==> config.mk <==
export PLATFORM = sky130hd
export DESIGN_NAME = gb_cpu
export DESIGN_NICKNAME = d
export VERILOG_FILES = /design/src/cpu_pkg.sv /design/src/reg_wr_if.sv /design/src/alu8.sv /design/src/cpu_sequencer.sv /design/src/gb_cpu.sv /design/src/reg_file.sv
export SDC_FILE = /design/constraint.sdc
export NUM_CORES = 1
export LEC_CHECK = 0
export ABC_AREA = 1
export CAP_MARGIN = 20
export CORE_ASPECT_RATIO = 1.25
export CORE_MARGIN = 3
export CORE_UTILIZATION = 40
export DETAILED_ROUTE_END_ITERATION = 12
export DONT_BUFFER_PORTS = 1
export SYNTH_ARGS = -nofsm -noshare
export SYNTH_HDL_FRONTEND = slang
export SYNTH_HIERARCHICAL = 1
export SYNTH_SLANG_ARGS = --single-unit
==> constraint.sdc <==
create_clock -name clk -period 5.1 [get_ports clk]
set_clock_uncertainty 0.05 [all_clocks]
set_input_delay 0.255 -clock clk [delete_from_list [all_inputs] [get_ports clk]]
set_output_delay 0.255 -clock clk [all_outputs]
set_load 0.01 [all_outputs]
==> src/cpu_pkg.sv <==
package cpu_pkg;

	// Bus and datapath widths
	localparam int data_w = 8; // Data byte
	localparam int addr_w = 16; // Memory address

	// Machine states, one per 4-clock machine cycle
	typedef enum logic [2:0]
	{
		st_ifetch = 3'd0, // Opcode fetch, execution of 1-cycle ops
		st_imml_fetch = 3'd1, // Immediate low byte, or the only immediate
		st_immh_fetch = 3'd2, // Immediate high byte of JP
		st_jump = 3'd3, // Idle cycle, pc loaded at its end
		st_store = 3'd4 // High-page write of A
	} state_t;

	// ALU operations, the first eight match opcode bits 5..3
	typedef enum logic [3:0]
	{
		alu_add = 4'd0,
		alu_adc = 4'd1, // Adds incoming C
		alu_sub = 4'd2,
		alu_sbc = 4'd3, // Subtracts incoming C
		alu_and = 4'd4,
		alu_xor = 4'd5,
		alu_or = 4'd6,
		alu_cp = 4'd7, // Subtract for flags only
		alu_inc = 4'd8, // Destination register plus one
		alu_dec = 4'd9 // Destination register minus one
	} alu_op_t;

	// Register index as encoded in the opcode fields
	// B=0 C=1 D=2 E=3 H=4 L=5, slot 6 is the (HL) operand, A=7
	typedef logic [2:0] reg_idx_t;

	localparam reg_idx_t reg_none = 3'd6; // (HL) slot, no register behind it
	localparam reg_idx_t reg_a = 3'd7; // Accumulator

	// Flag bit positions within F, the low nibble of F is always zero
	localparam int flag_z = 7; // Zero
	localparam int flag_n = 6; // Subtraction
	localparam int flag_h = 5; // Half carry
	localparam int flag_c = 4; // Carry

	// Upper address byte of LD (a8),A
	localparam logic [data_w-1:0] high_page = 8'hff;

endpackage

==> src/reg_wr_if.sv <==
interface reg_wr_if;

	logic wr_en; // One-clock strobe, applied on that clock edge
	cpu_pkg::reg_idx_t wr_idx; // Destination, also selects the dst read port
	logic [cpu_pkg::data_w-1:0] wr_data; // New register value
	logic [cpu_pkg::flag_z:cpu_pkg::flag_c] flag_mask; // Set bit enables that flag
	logic [cpu_pkg::flag_z:cpu_pkg::flag_c] flag_data; // New flag values

	// Sequencer side
	modport seq
	(
		output wr_en, wr_idx, wr_data, flag_mask, flag_data
	);

	// Register file side
	modport rf
	(
		input wr_en, wr_idx, wr_data, flag_mask, flag_data
	);

endinterface

==> src/alu8.sv <==
module alu8 (
	input cpu_pkg::alu_op_t op,
	input logic [cpu_pkg::data_w-1:0] acc, // Also the INC/DEC operand
	input logic [cpu_pkg::data_w-1:0] arg,
	input logic carry_in,
	output logic [cpu_pkg::data_w-1:0] result,
	output logic [cpu_pkg::flag_z:cpu_pkg::flag_c] flags
);

	logic [cpu_pkg::data_w:0] wide; // Carry or borrow out of bit 7 on top
	logic [4:0] nib; // Carry or borrow out of bit 3 on top
	logic cin; // Carry only for ADC and SBC
	logic sub; // N flag
	logic incdec;

	assign cin = (op == cpu_pkg::alu_adc || op == cpu_pkg::alu_sbc) && carry_in;
	assign incdec = op == cpu_pkg::alu_inc || op == cpu_pkg::alu_dec;

	always_comb
	begin
		wide = '0;
		nib = '0;
		sub = 1'b0;
		case (op)
			cpu_pkg::alu_add, cpu_pkg::alu_adc:
			begin
				wide = {1'b0, acc} + {1'b0, arg} + cin;
				nib = {1'b0, acc[3:0]} + {1'b0, arg[3:0]} + cin;
			end
			cpu_pkg::alu_sub, cpu_pkg::alu_sbc, cpu_pkg::alu_cp:
			begin
				wide = {1'b0, acc} - {1'b0, arg} - cin; // Top bit is borrow
				nib = {1'b0, acc[3:0]} - {1'b0, arg[3:0]} - cin;
				sub = 1'b1;
			end
			cpu_pkg::alu_and:
			begin
				wide = {1'b0, acc & arg};
				nib = 5'h10; // H forced high
			end
			cpu_pkg::alu_xor:
				wide = {1'b0, acc ^ arg};
			cpu_pkg::alu_or:
				wide = {1'b0, acc | arg};
			cpu_pkg::alu_inc:
			begin
				wide = {1'b0, acc} + 9'd1;
				nib = {1'b0, acc[3:0]} + 5'd1;
			end
			cpu_pkg::alu_dec:
			begin
				wide = {1'b0, acc} - 9'd1;
				nib = {1'b0, acc[3:0]} - 5'd1;
				sub = 1'b1;
			end
			default:
				wide = {1'b0, acc}; // Unused codes pass A
		endcase
	end

	assign result = wide[cpu_pkg::data_w-1:0];

	// Flag nibble
	always_comb
	begin
		flags[cpu_pkg::flag_z] = result == '0;
		flags[cpu_pkg::flag_n] = sub;
		flags[cpu_pkg::flag_h] = nib[4];
		flags[cpu_pkg::flag_c] = incdec ? carry_in : wide[cpu_pkg::data_w]; // INC/DEC keep C
	end

endmodule

==> src/cpu_sequencer.sv <==
module cpu_sequencer #(
	parameter logic [cpu_pkg::addr_w-1:0] RESET_PC = '0
) (
	input logic clk,
	input logic reset,
	output logic [cpu_pkg::addr_w-1:0] adr,
	output logic [cpu_pkg::data_w-1:0] dout,
	input logic [cpu_pkg::data_w-1:0] din,
	output logic read,
	output logic write,
	output logic [cpu_pkg::addr_w-1:0] pc,
	reg_wr_if.seq wr,
	output cpu_pkg::reg_idx_t src_idx,
	input logic [cpu_pkg::data_w-1:0] src_data,
	input logic [cpu_pkg::data_w-1:0] acc,
	output cpu_pkg::alu_op_t alu_op,
	output logic [cpu_pkg::data_w-1:0] alu_arg,
	input logic [cpu_pkg::data_w-1:0] alu_result,
	input logic [cpu_pkg::flag_z:cpu_pkg::flag_c] alu_flags
);

	localparam logic [cpu_pkg::data_w-1:0] op_jp = 8'hc3; // JP a16
	localparam logic [cpu_pkg::data_w-1:0] op_st_a8 = 8'he0; // LD (a8),A

	logic [1:0] cycle; // Clock within the machine cycle
	cpu_pkg::state_t state;
	cpu_pkg::state_t state_next; // Taken at the end of clock 3
	logic [cpu_pkg::data_w-1:0] op;
	logic [cpu_pkg::data_w-1:0] imml;
	logic [cpu_pkg::data_w-1:0] immh;
	logic fetching; // Machine cycle reads pc
	logic is_ld_rr, is_ld_d8, is_alu, is_alu_d8, is_incdec, is_jp, is_st;
	logic executes; // Instruction ends with this machine cycle
	logic [cpu_pkg::data_w-1:0] operand; // Register or immediate source

	// Opcode classes, anything else runs as NOP
	always_comb
	begin
		is_ld_rr = op[7:6] == 2'b01 && op[5:3] != cpu_pkg::reg_none
			&& op[2:0] != cpu_pkg::reg_none; // Also excludes HALT
		is_ld_d8 = op[7:6] == 2'b00 && op[5:3] != cpu_pkg::reg_none && op[2:0] == 3'd6;
		is_alu_d8 = op[7:6] == 2'b11 && op[2:0] == 3'd6;
		is_alu = (op[7:6] == 2'b10 && op[2:0] != cpu_pkg::reg_none) || is_alu_d8;
		is_incdec = op[7:6] == 2'b00 && op[5:3] != cpu_pkg::reg_none && op[2:1] == 2'b10;
		is_jp = op == op_jp;
		is_st = op == op_st_a8;
	end

	assign fetching = state == cpu_pkg::st_ifetch || state == cpu_pkg::st_imml_fetch
		|| state == cpu_pkg::st_immh_fetch;

	// Next machine state and end of instruction
	always_comb
	begin
		state_next = cpu_pkg::st_ifetch;
		executes = 1'b0;
		case (state)
			cpu_pkg::st_ifetch:
				if (is_ld_d8 || is_alu_d8 || is_jp || is_st)
					state_next = cpu_pkg::st_imml_fetch; // Needs an immediate
				else
					executes = is_ld_rr || is_alu || is_incdec;
			cpu_pkg::st_imml_fetch:
				if (is_jp)
					state_next = cpu_pkg::st_immh_fetch;
				else if (is_st)
					state_next = cpu_pkg::st_store;
				else
					executes = is_ld_d8 || is_alu_d8; // d8 forms end here
			cpu_pkg::st_immh_fetch:
				state_next = cpu_pkg::st_jump;
			default:
				state_next = cpu_pkg::st_ifetch; // Jump and store end the instruction
		endcase
	end

	assign src_idx = op[2:0];
	assign operand = (state == cpu_pkg::st_imml_fetch) ? imml : src_data; // d8 replaces source
	assign alu_arg = operand;

	always_comb
	begin
		if (is_incdec)
			alu_op = op[0] ? cpu_pkg::alu_dec : cpu_pkg::alu_inc;
		else
			alu_op = cpu_pkg::alu_op_t'({1'b0, op[5:3]}); // Accumulator op field
	end

	// Write request, valid during clock 3 of the last machine cycle
	assign wr.wr_en = executes && cycle == 2'd3;
	assign wr.wr_idx = is_alu ? cpu_pkg::reg_a : op[5:3];
	assign wr.flag_data = alu_flags;

	always_comb
	begin
		wr.wr_data = operand; // Loads move the source byte
		wr.flag_mask = '0;
		if (is_alu)
		begin
			wr.wr_data = (alu_op == cpu_pkg::alu_cp) ? acc : alu_result; // CP keeps A
			wr.flag_mask = '1;
		end
		else if (is_incdec)
		begin
			wr.wr_data = alu_result;
			wr.flag_mask = '1;
			wr.flag_mask[cpu_pkg::flag_c] = 1'b0; // C untouched by INC/DEC
		end
	end

	// Control state
	always_ff @(posedge clk)
	begin
		if (reset)
		begin
			cycle <= '0;
			state <= cpu_pkg::st_ifetch;
			op <= '0; // NOP
			pc <= RESET_PC;
			read <= 1'b0;
			write <= 1'b0;
		end
		else
		begin
			cycle <= cycle + 2'd1;
			case (cycle)
				2'd0:
				begin
					read <= fetching; // High for clocks 1 and 2
					write <= state == cpu_pkg::st_store;
				end
				2'd1:
					if (fetching)
						pc <= pc + 1'b1;
				2'd2:
				begin
					read <= 1'b0;
					write <= 1'b0;
					if (state == cpu_pkg::st_ifetch)
						op <= din;
				end
				default:
				begin
					state <= state_next;
					if (state == cpu_pkg::st_jump)
						pc <= {immh, imml}; // JP target
				end
			endcase
		end
	end

	// Bus and immediate registers
	always_ff @(posedge clk)
	begin
		if (cycle == 2'd0)
		begin
			if (state == cpu_pkg::st_store)
			begin
				adr <= {cpu_pkg::high_page, imml};
				dout <= acc;
			end
			else if (fetching)
				adr <= pc;
		end
		if (cycle == 2'd2 && state == cpu_pkg::st_imml_fetch)
			imml <= din;
		if (cycle == 2'd2 && state == cpu_pkg::st_immh_fetch)
			immh <= din;
	end

endmodule

==> src/gb_cpu.sv <==
module gb_cpu #(
	parameter logic [cpu_pkg::addr_w-1:0] RESET_PC = '0 // First opcode address
) (
	input logic clk,
	input logic reset,
	output logic [cpu_pkg::addr_w-1:0] adr, // Registered address
	input logic [cpu_pkg::data_w-1:0] din, // Valid while read is high
	output logic [cpu_pkg::data_w-1:0] dout, // Registered write data
	output logic read,
	output logic write,
	output logic [cpu_pkg::addr_w-1:0] pc,
	output logic [cpu_pkg::flag_z:cpu_pkg::flag_c] f
);

	cpu_pkg::reg_idx_t src_idx; // Opcode bits 2..0
	logic [cpu_pkg::data_w-1:0] src_data;
	logic [cpu_pkg::data_w-1:0] dst_data; // A for accumulator ops
	logic [cpu_pkg::data_w-1:0] acc;
	cpu_pkg::alu_op_t alu_op;
	logic [cpu_pkg::data_w-1:0] alu_arg;
	logic [cpu_pkg::data_w-1:0] alu_result;
	logic [cpu_pkg::flag_z:cpu_pkg::flag_c] alu_flags;

	reg_wr_if wr_if (); // Register and flag write requests

	cpu_sequencer #(
		.RESET_PC(RESET_PC)
	) i_cpu_sequencer (
		.clk(clk),
		.reset(reset),
		.adr(adr),
		.dout(dout),
		.din(din),
		.read(read),
		.write(write),
		.pc(pc),
		.wr(wr_if.seq),
		.src_idx(src_idx),
		.src_data(src_data),
		.acc(acc),
		.alu_op(alu_op),
		.alu_arg(alu_arg),
		.alu_result(alu_result),
		.alu_flags(alu_flags)
	);

	// The write index doubles as the read index of the ALU's first operand
	reg_file i_reg_file (
		.clk(clk),
		.reset(reset),
		.wr(wr_if.rf),
		.src_idx(src_idx),
		.dst_idx(wr_if.wr_idx),
		.src_data(src_data),
		.dst_data(dst_data),
		.acc(acc),
		.flags(f)
	);

	alu8 i_alu8 (
		.op(alu_op),
		.acc(dst_data),
		.arg(alu_arg),
		.carry_in(f[cpu_pkg::flag_c]),
		.result(alu_result),
		.flags(alu_flags)
	);

endmodule

==> src/reg_file.sv <==
module reg_file (
	input logic clk,
	input logic reset,
	reg_wr_if.rf wr,
	input cpu_pkg::reg_idx_t src_idx, // Opcode bits 2..0
	input cpu_pkg::reg_idx_t dst_idx, // Opcode bits 5..3, or A
	output logic [cpu_pkg::data_w-1:0] src_data,
	output logic [cpu_pkg::data_w-1:0] dst_data,
	output logic [cpu_pkg::data_w-1:0] acc,
	output logic [cpu_pkg::flag_z:cpu_pkg::flag_c] flags
);

	// Indexed as in the opcode, slot 6 stays zero
	logic [cpu_pkg::data_w-1:0] gpr [0:7];

	always_ff @(posedge clk)
	begin
		if (reset)
		begin
			for (int i = 0; i < 8; i++)
				gpr[i] <= '0;
			flags <= '0;
		end
		else if (wr.wr_en)
		begin
			if (wr.wr_idx != cpu_pkg::reg_none)
				gpr[wr.wr_idx] <= wr.wr_data;
			flags <= (flags & ~wr.flag_mask) | (wr.flag_data & wr.flag_mask); // Masked update
		end
	end

	// Combinational read ports
	assign src_data = gpr[src_idx];
	assign dst_data = gpr[dst_idx]; // INC/DEC operand, A for accumulator ops
	assign acc = gpr[cpu_pkg::reg_a];

endmodule

# Word-level counts from Yosys, hierarchy flattened
# Memories as Yosys holds them, arrays and structs flattened. A register that Yosys moved wholly into a read port is not among the register bits.
# Index checks and enable logic that the tools add are counted.
[classes]
n_addsub = 14
n_eq_ne = 27
muxes = 39
bitwise_logic = 8
n_reduce_logical = 39
[ops]
columns = ["operator", "n"]
rows = [
  ["$pmux W9 S7", 1],
  ["$mux W16", 3],
  ["$mux W8", 6],
  ["$pmux W16 S2", 1],
  ["$pmux W5 S5", 1],
  ["$mux W3", 6],
  ["$add A16 B1 Y16 const B", 1],
  ["$eq A4 B3 Y1 const B", 4],
  ["$eq A8 B8 Y1 const B", 2],
  ["$mux W1", 14],
  ["$mux W4", 3],
  ["$logic_and A1 B1 Y1", 11],
  ["$eq A2 B2 Y1 const B", 5],
  ["$logic_or A1 B1 Y1", 10],
  ["$add A8 B1 Y9 const B", 1],
  ["$add A8 B8 Y9", 1],
  ["$add A9 B1 Y9", 1],
  ["$ne A3 B3 Y1 const B", 3],
  ["$pmux W3 S3", 1],
  ["$sub A8 B1 Y9 const B", 1],
  ["$sub A8 B8 Y9", 1],
  ["$sub A9 B1 Y9", 1],
  ["$and A4 B4 Y4", 2],
  ["$and A8 B8 Y8", 1],
  ["32 further kinds", 46],
]
[totals]
register_bits = 75
ram_bits = 64
in_bits = 10
output_inout_bits = 46
elab_cells = 140
memories = 1
[memory_table]
columns = ["name", "words", "word_bits", "read_ports", "rd_clocked_by_memory_dff", "write_ports", "line", "text"]
rows = [
  ["i_reg_file.gpr", 8, 8, 3, 1, 8, "reg_file.sv:14", "logic [cpu_pkg::data_w-1:0] gpr [0:7];"],
]

# Depth between registers and ports, before layout
[logic_depth]
ltp_word = 14
depth_mapped = 34
depth_no_buf = 30

# By module
# The synthesis kept the hierarchy.
[by_module_without_submodules]
columns = ["module", "instances", "cells_each", "area_per_inst_um2", "seq_area_each_um2"]
rows = [
  ["reg_file", 1, 539, 4030.1, 2001.9],
  ["cpu_sequencer", 1, 493, 3870.0, 1821.7],
  ["alu8", 1, 361, 1965.6, 0.0],
]

# Worst setup path after synthesis
# No wires, ideal clock.
[synth_timing]
kind = "reg-to-reg"
from = "reg i_cpu_sequencer/op[0] (netlist bit)"
to = "mem i_reg_file/gpr[0][7] (netlist bit) (data pin)"
setup_time_ps = 258
t_arrival_ps = 3827
required_ps = 4792
setup_slack_ps = 965
stages_incl_launch_ff = 30
path_buffers = 3
period_less_slack_ps = 4135
cell_sequence = "dfxtp_1 -> inv_1 -> nand3_1 -> o21ai_0 -> o21ai_2 -> buf_2 -> nand2_1 -> buf_6 -> inv_1 -> buf_6 -> nand2_1 -> nand3_1 -> nand2_1 -> nand2_1 -> nand2_1 -> fa_1 -> inv_1 -> ha_1 -> o21ai_0 -> nand2_1 -> nand4_1 -> nand3b_1 -> nand3_1 -> nand2_1 -> nor2_1 -> nand2_1 -> o21ai_0 -> o21ai_1 -> inv_1 -> nor2_1"
[synth_rtl]
columns = ["item", "line", "text"]
rows = [
  ["start, declared", "cpu_sequencer.sv:28", "logic [cpu_pkg::data_w-1:0] op;"],
  ["start signal, assigned", "cpu_sequencer.sv:140", "op <= din;"],
  ["end, declared", "reg_file.sv:14", ""],
]

==> impl_metrics.yaml <==
synth:
  synth_area_leader_cell: "edfxtp_1"
  yosysWarnings: 6
  syn_inst: 1393
  syn_area_per_cell_um2: 7.08
  ys_seq_area_share_pct: 38.8
  ys_seq_elements: 139
  post_synth_num_cell_types: 44
  synth_area_leaders: "edfxtp_1 (32%), nand2_1 (16%), inv_1 (8.3%)"
  synth_top_area_share_pct: 31.7
  syn_area_mm2: 0.00987
sta:
  max_freq_ghz: 0.215
  setup_ws_ps: 442
  fin_tns_setup_ps: 0
  final_max_slew_viol_count: 0
  rsz0062_at_grt: "no"
  hold_viol: 0
  slew_headroom_pct: 25.3
  setup_viol: 0
  fin_crit_sh_pct: 91.3
  tightest_slew_ps: 1120
  whs_ps: 17.5
  final.min_clock_period_ps: 4660
worst_setup_path:
  cpMostUsedCell: "nand2_1"
  critPathRequiredTime_ps: 5220
  r2r_cells: 23
  crit_type: "register to register"
  critPathCaptureType: "register"
  cp.arrival_ps: 4780
  cp_slowest_stage_delay_ps: 640
  crit_path_start_kind: "register"
  critPathSlowestCell: "fa_1"
  path_cells: "inv_1, nand2_1, buf_4, nand2_1, nand3_1, nand2_1, nand2_1, nand2_1, fa_1, inv_1, ha_1, o21ai_0, nand2_1, nand4_1, nand3b_1, nand3_1, nand2_1, nor2_1, nand2_1, o21ai_0, o21ai_1, inv_1, nor2_1"
  cp_max_fo: 34
clock_network:
  cts_sinks: 139
  tritoncts: "built"
  clockRootBuffer: "clkbuf_16"
  cts_max_level: 4
  clock_latency_ps: 430
  cts_buffers: 17
  post_cts_buffers: 0
  path_clk_slew_ps: 70
  cts_buffer_depth: 2
global_routing:
  grt_max_degree: 35
  gr-total-overflow: 0
  grt_pass1_wl_um: 46300
  first_global_vias: 8763
  antenna_found_initial: 0
  track_usage_pct: 22.0
placement:
  placed_area_mm2: 0.0100
  gp_congestion: 0.912
  pre_cts_ws_ps: 211
  dp_hpwl_um: 21400
  numPortBuffers: 0
  dp.cells: 1687
run_status:
  status: "finished, final reports clean"
cells_and_area:
  final_area_mm2: 0.0107
  register_area_mm2: 0.00382
  final_common_cell: "nand2_1"
  fin_nets: 1447
  drive_above_1_share_pct: 7.41
  final_cell_mix: "nand2_1 (426), inv_1 (218), nand3_1 (149)"
  fill_cells: 2452
  diodes: 0
  multi_input_area_mm2: 0.00481
  layoutNonFillerInstCount: 1728
  syn_to_final_growth_pct: 8.34
drt:
  ant_nets: 0
  via_per_inst: 5.16
  wirelength_um: 28900
  via_count: 8924
  first_pass_iters: 5
  drc: 0
  drt_iter0_markers: 685
  wl_per_cell_um: 16.7
pwr:
  p_int_mw: 2.39
  ir_drop_v: 0.000281
  pwr-share-clk_pct: 29.6
  comb_power_share_pct: 37.4
  switching_share_pct: 40.2
  leakagePower_nw: 5.07
  p_switching_mw: 1.61
  power_density_mw_per_mm2: 374
  power_frac_seq_pct: 33.0
worst_hold_path:
  min-delay-path-class: "primary input to register"
  min_path_cells: 2
floorplanning:
  initial_core_util_pct: 41.2
  die_y_um: 182
  placementRows: 63
  ios: 56
  core_mm2: 0.0240
  dieWidth_um: 146
  die_area_mm2: 0.0266
flow_run:
  drv_cap: 0
kinds of logic (layout without fill, tap and decap cells):
| kind of cell | count (synthesis) | after routing | share of synthesized area (%) |
|---|---|---|---|
| compound gates | 131 | 131 | 7.25 |
| xor+xnor | 3 | 3 | 0.266 |
| fa+ha+maj | 47 | 47 | 6.34 |
| buf+inv | 283 | 286 | 12.8 |
| flops | 139 | 139 | 38.8 |
| other cells | 1 | 8 | 0.0380 |
| simple gates | 789 | 789 | 34.5 |
metrics by stage:
step                      total power, mW  utilization (%)
after floorplan                      2.46                -
after global placement               2.79             41.8
after detailed placement             2.81             41.8
after CTS                            4.01             44.6
after global routing                 4.27             44.6
final                                4.00             44.6
cells in the mapped netlist:
cell type  number
clkbuf_1        5
nand3_4         2
clkbuf_4        1
a31oi_1         3
inv_4           1
inv_2           9
buf_6          12
nor2_8          1
fa_1            5
nand4_2         1
conb_1          1
o211ai_1        1
buf_1           1
xor2_1          3
nor2_1        145
nor3_1          3
nand2_2         8
a21oi_1        42
nand4_1        25
nand3_1       149
nand2_4         4
nor3_2          1
o22ai_1         3
nor2_2          6
dfxtp_1        35
o21ai_2         5
buf_2          17
inv_1         218
nand3b_1        8
or2_2           6
nand2_1       426
nand3_2         2
a21oi_2         7
a21boi_0        1
o21ai_0        55
nor2_4          1
ha_1           42
o21a_1          1
inv_6           1
o21ai_1        13
edfxtp_1      104
buf_12          1
buf_4          17
or2_0           1
final cells by class:
class	instances	area share, %
Timing Repair Buffer	25	2.06
Tap cell	325	3.80
Clock inverter	13	0.995
Inverter	229	8.11
Clock buffer	19	4.25
Multi-Input combinational cell	978	45.0
Sequential cell	139	35.8
registers in the layout (all words and copies together) (netlist names), named ones only:
name                   cells
i_cpu_sequencer/op         8
i_cpu_sequencer/dout       8
i_cpu_sequencer/read       1
i_cpu_sequencer/write      1
i_cpu_sequencer/pc        16
i_cpu_sequencer/state      3
i_cpu_sequencer/adr       16
i_reg_file/gpr            64
i_cpu_sequencer/imml       8
i_cpu_sequencer/immh       8
i_cpu_sequencer/cycle      2
worst paths after layout:
kind,end,startpoint,slack (ps)
setup reg to reg,i_reg_file/gpr[2][7],i_cpu_sequencer/op[3],440
hold reg to reg,i_cpu_sequencer/cycle[0],i_cpu_sequencer/cycle[0],420
hold / removal,i_cpu_sequencer/op[0],din[0],20
setup / recovery,i_reg_file/gpr[2][7],i_cpu_sequencer/op[3],440
worst max-delay path, delay by kind of cell, from the launching register on:
family	cells	cell delay [ps]
buffers and inverters	4	920
adder cells (fa/ha/maj)	2	820
flip-flops	1	590
AND/OR/NAND/NOR	14	1500
AO/OA/AOI/OAI	3	500
routing by layer:
metal  share of wire, %  up-vias  track usage [%]
met4                3.6        0             9.45
met5                  0        -                0
met1                 42     4175             27.9
met3                5.7       62             3.37
met2                 49      285             37.3
li1                   -     4402                -
timing repair:
| action | in CTS | in global routing |
|---|---|---|
| gates resized for setup | 0 | 2 |
| hold endpoints to repair | 47 | 0 |
| hold buffers | 9 | 0 |
| setup endpoints to repair | 0 | 22 |
power by group through the flow:
stage / combinational, mW / sequential, mW / clock (mW)
3_3_place_gp: 1.45 / 1.34 / 0
3_5_place_dp: 1.46 / 1.35 / 0
5_1_grt: 1.70 / 1.33 / 1.25
2_1_floorplan: 1.13 / 1.33 / 0
4_1_cts: 1.48 / 1.32 / 1.21
6_report: 1.50 / 1.32 / 1.18
Power figures use the tool's default switching activity.
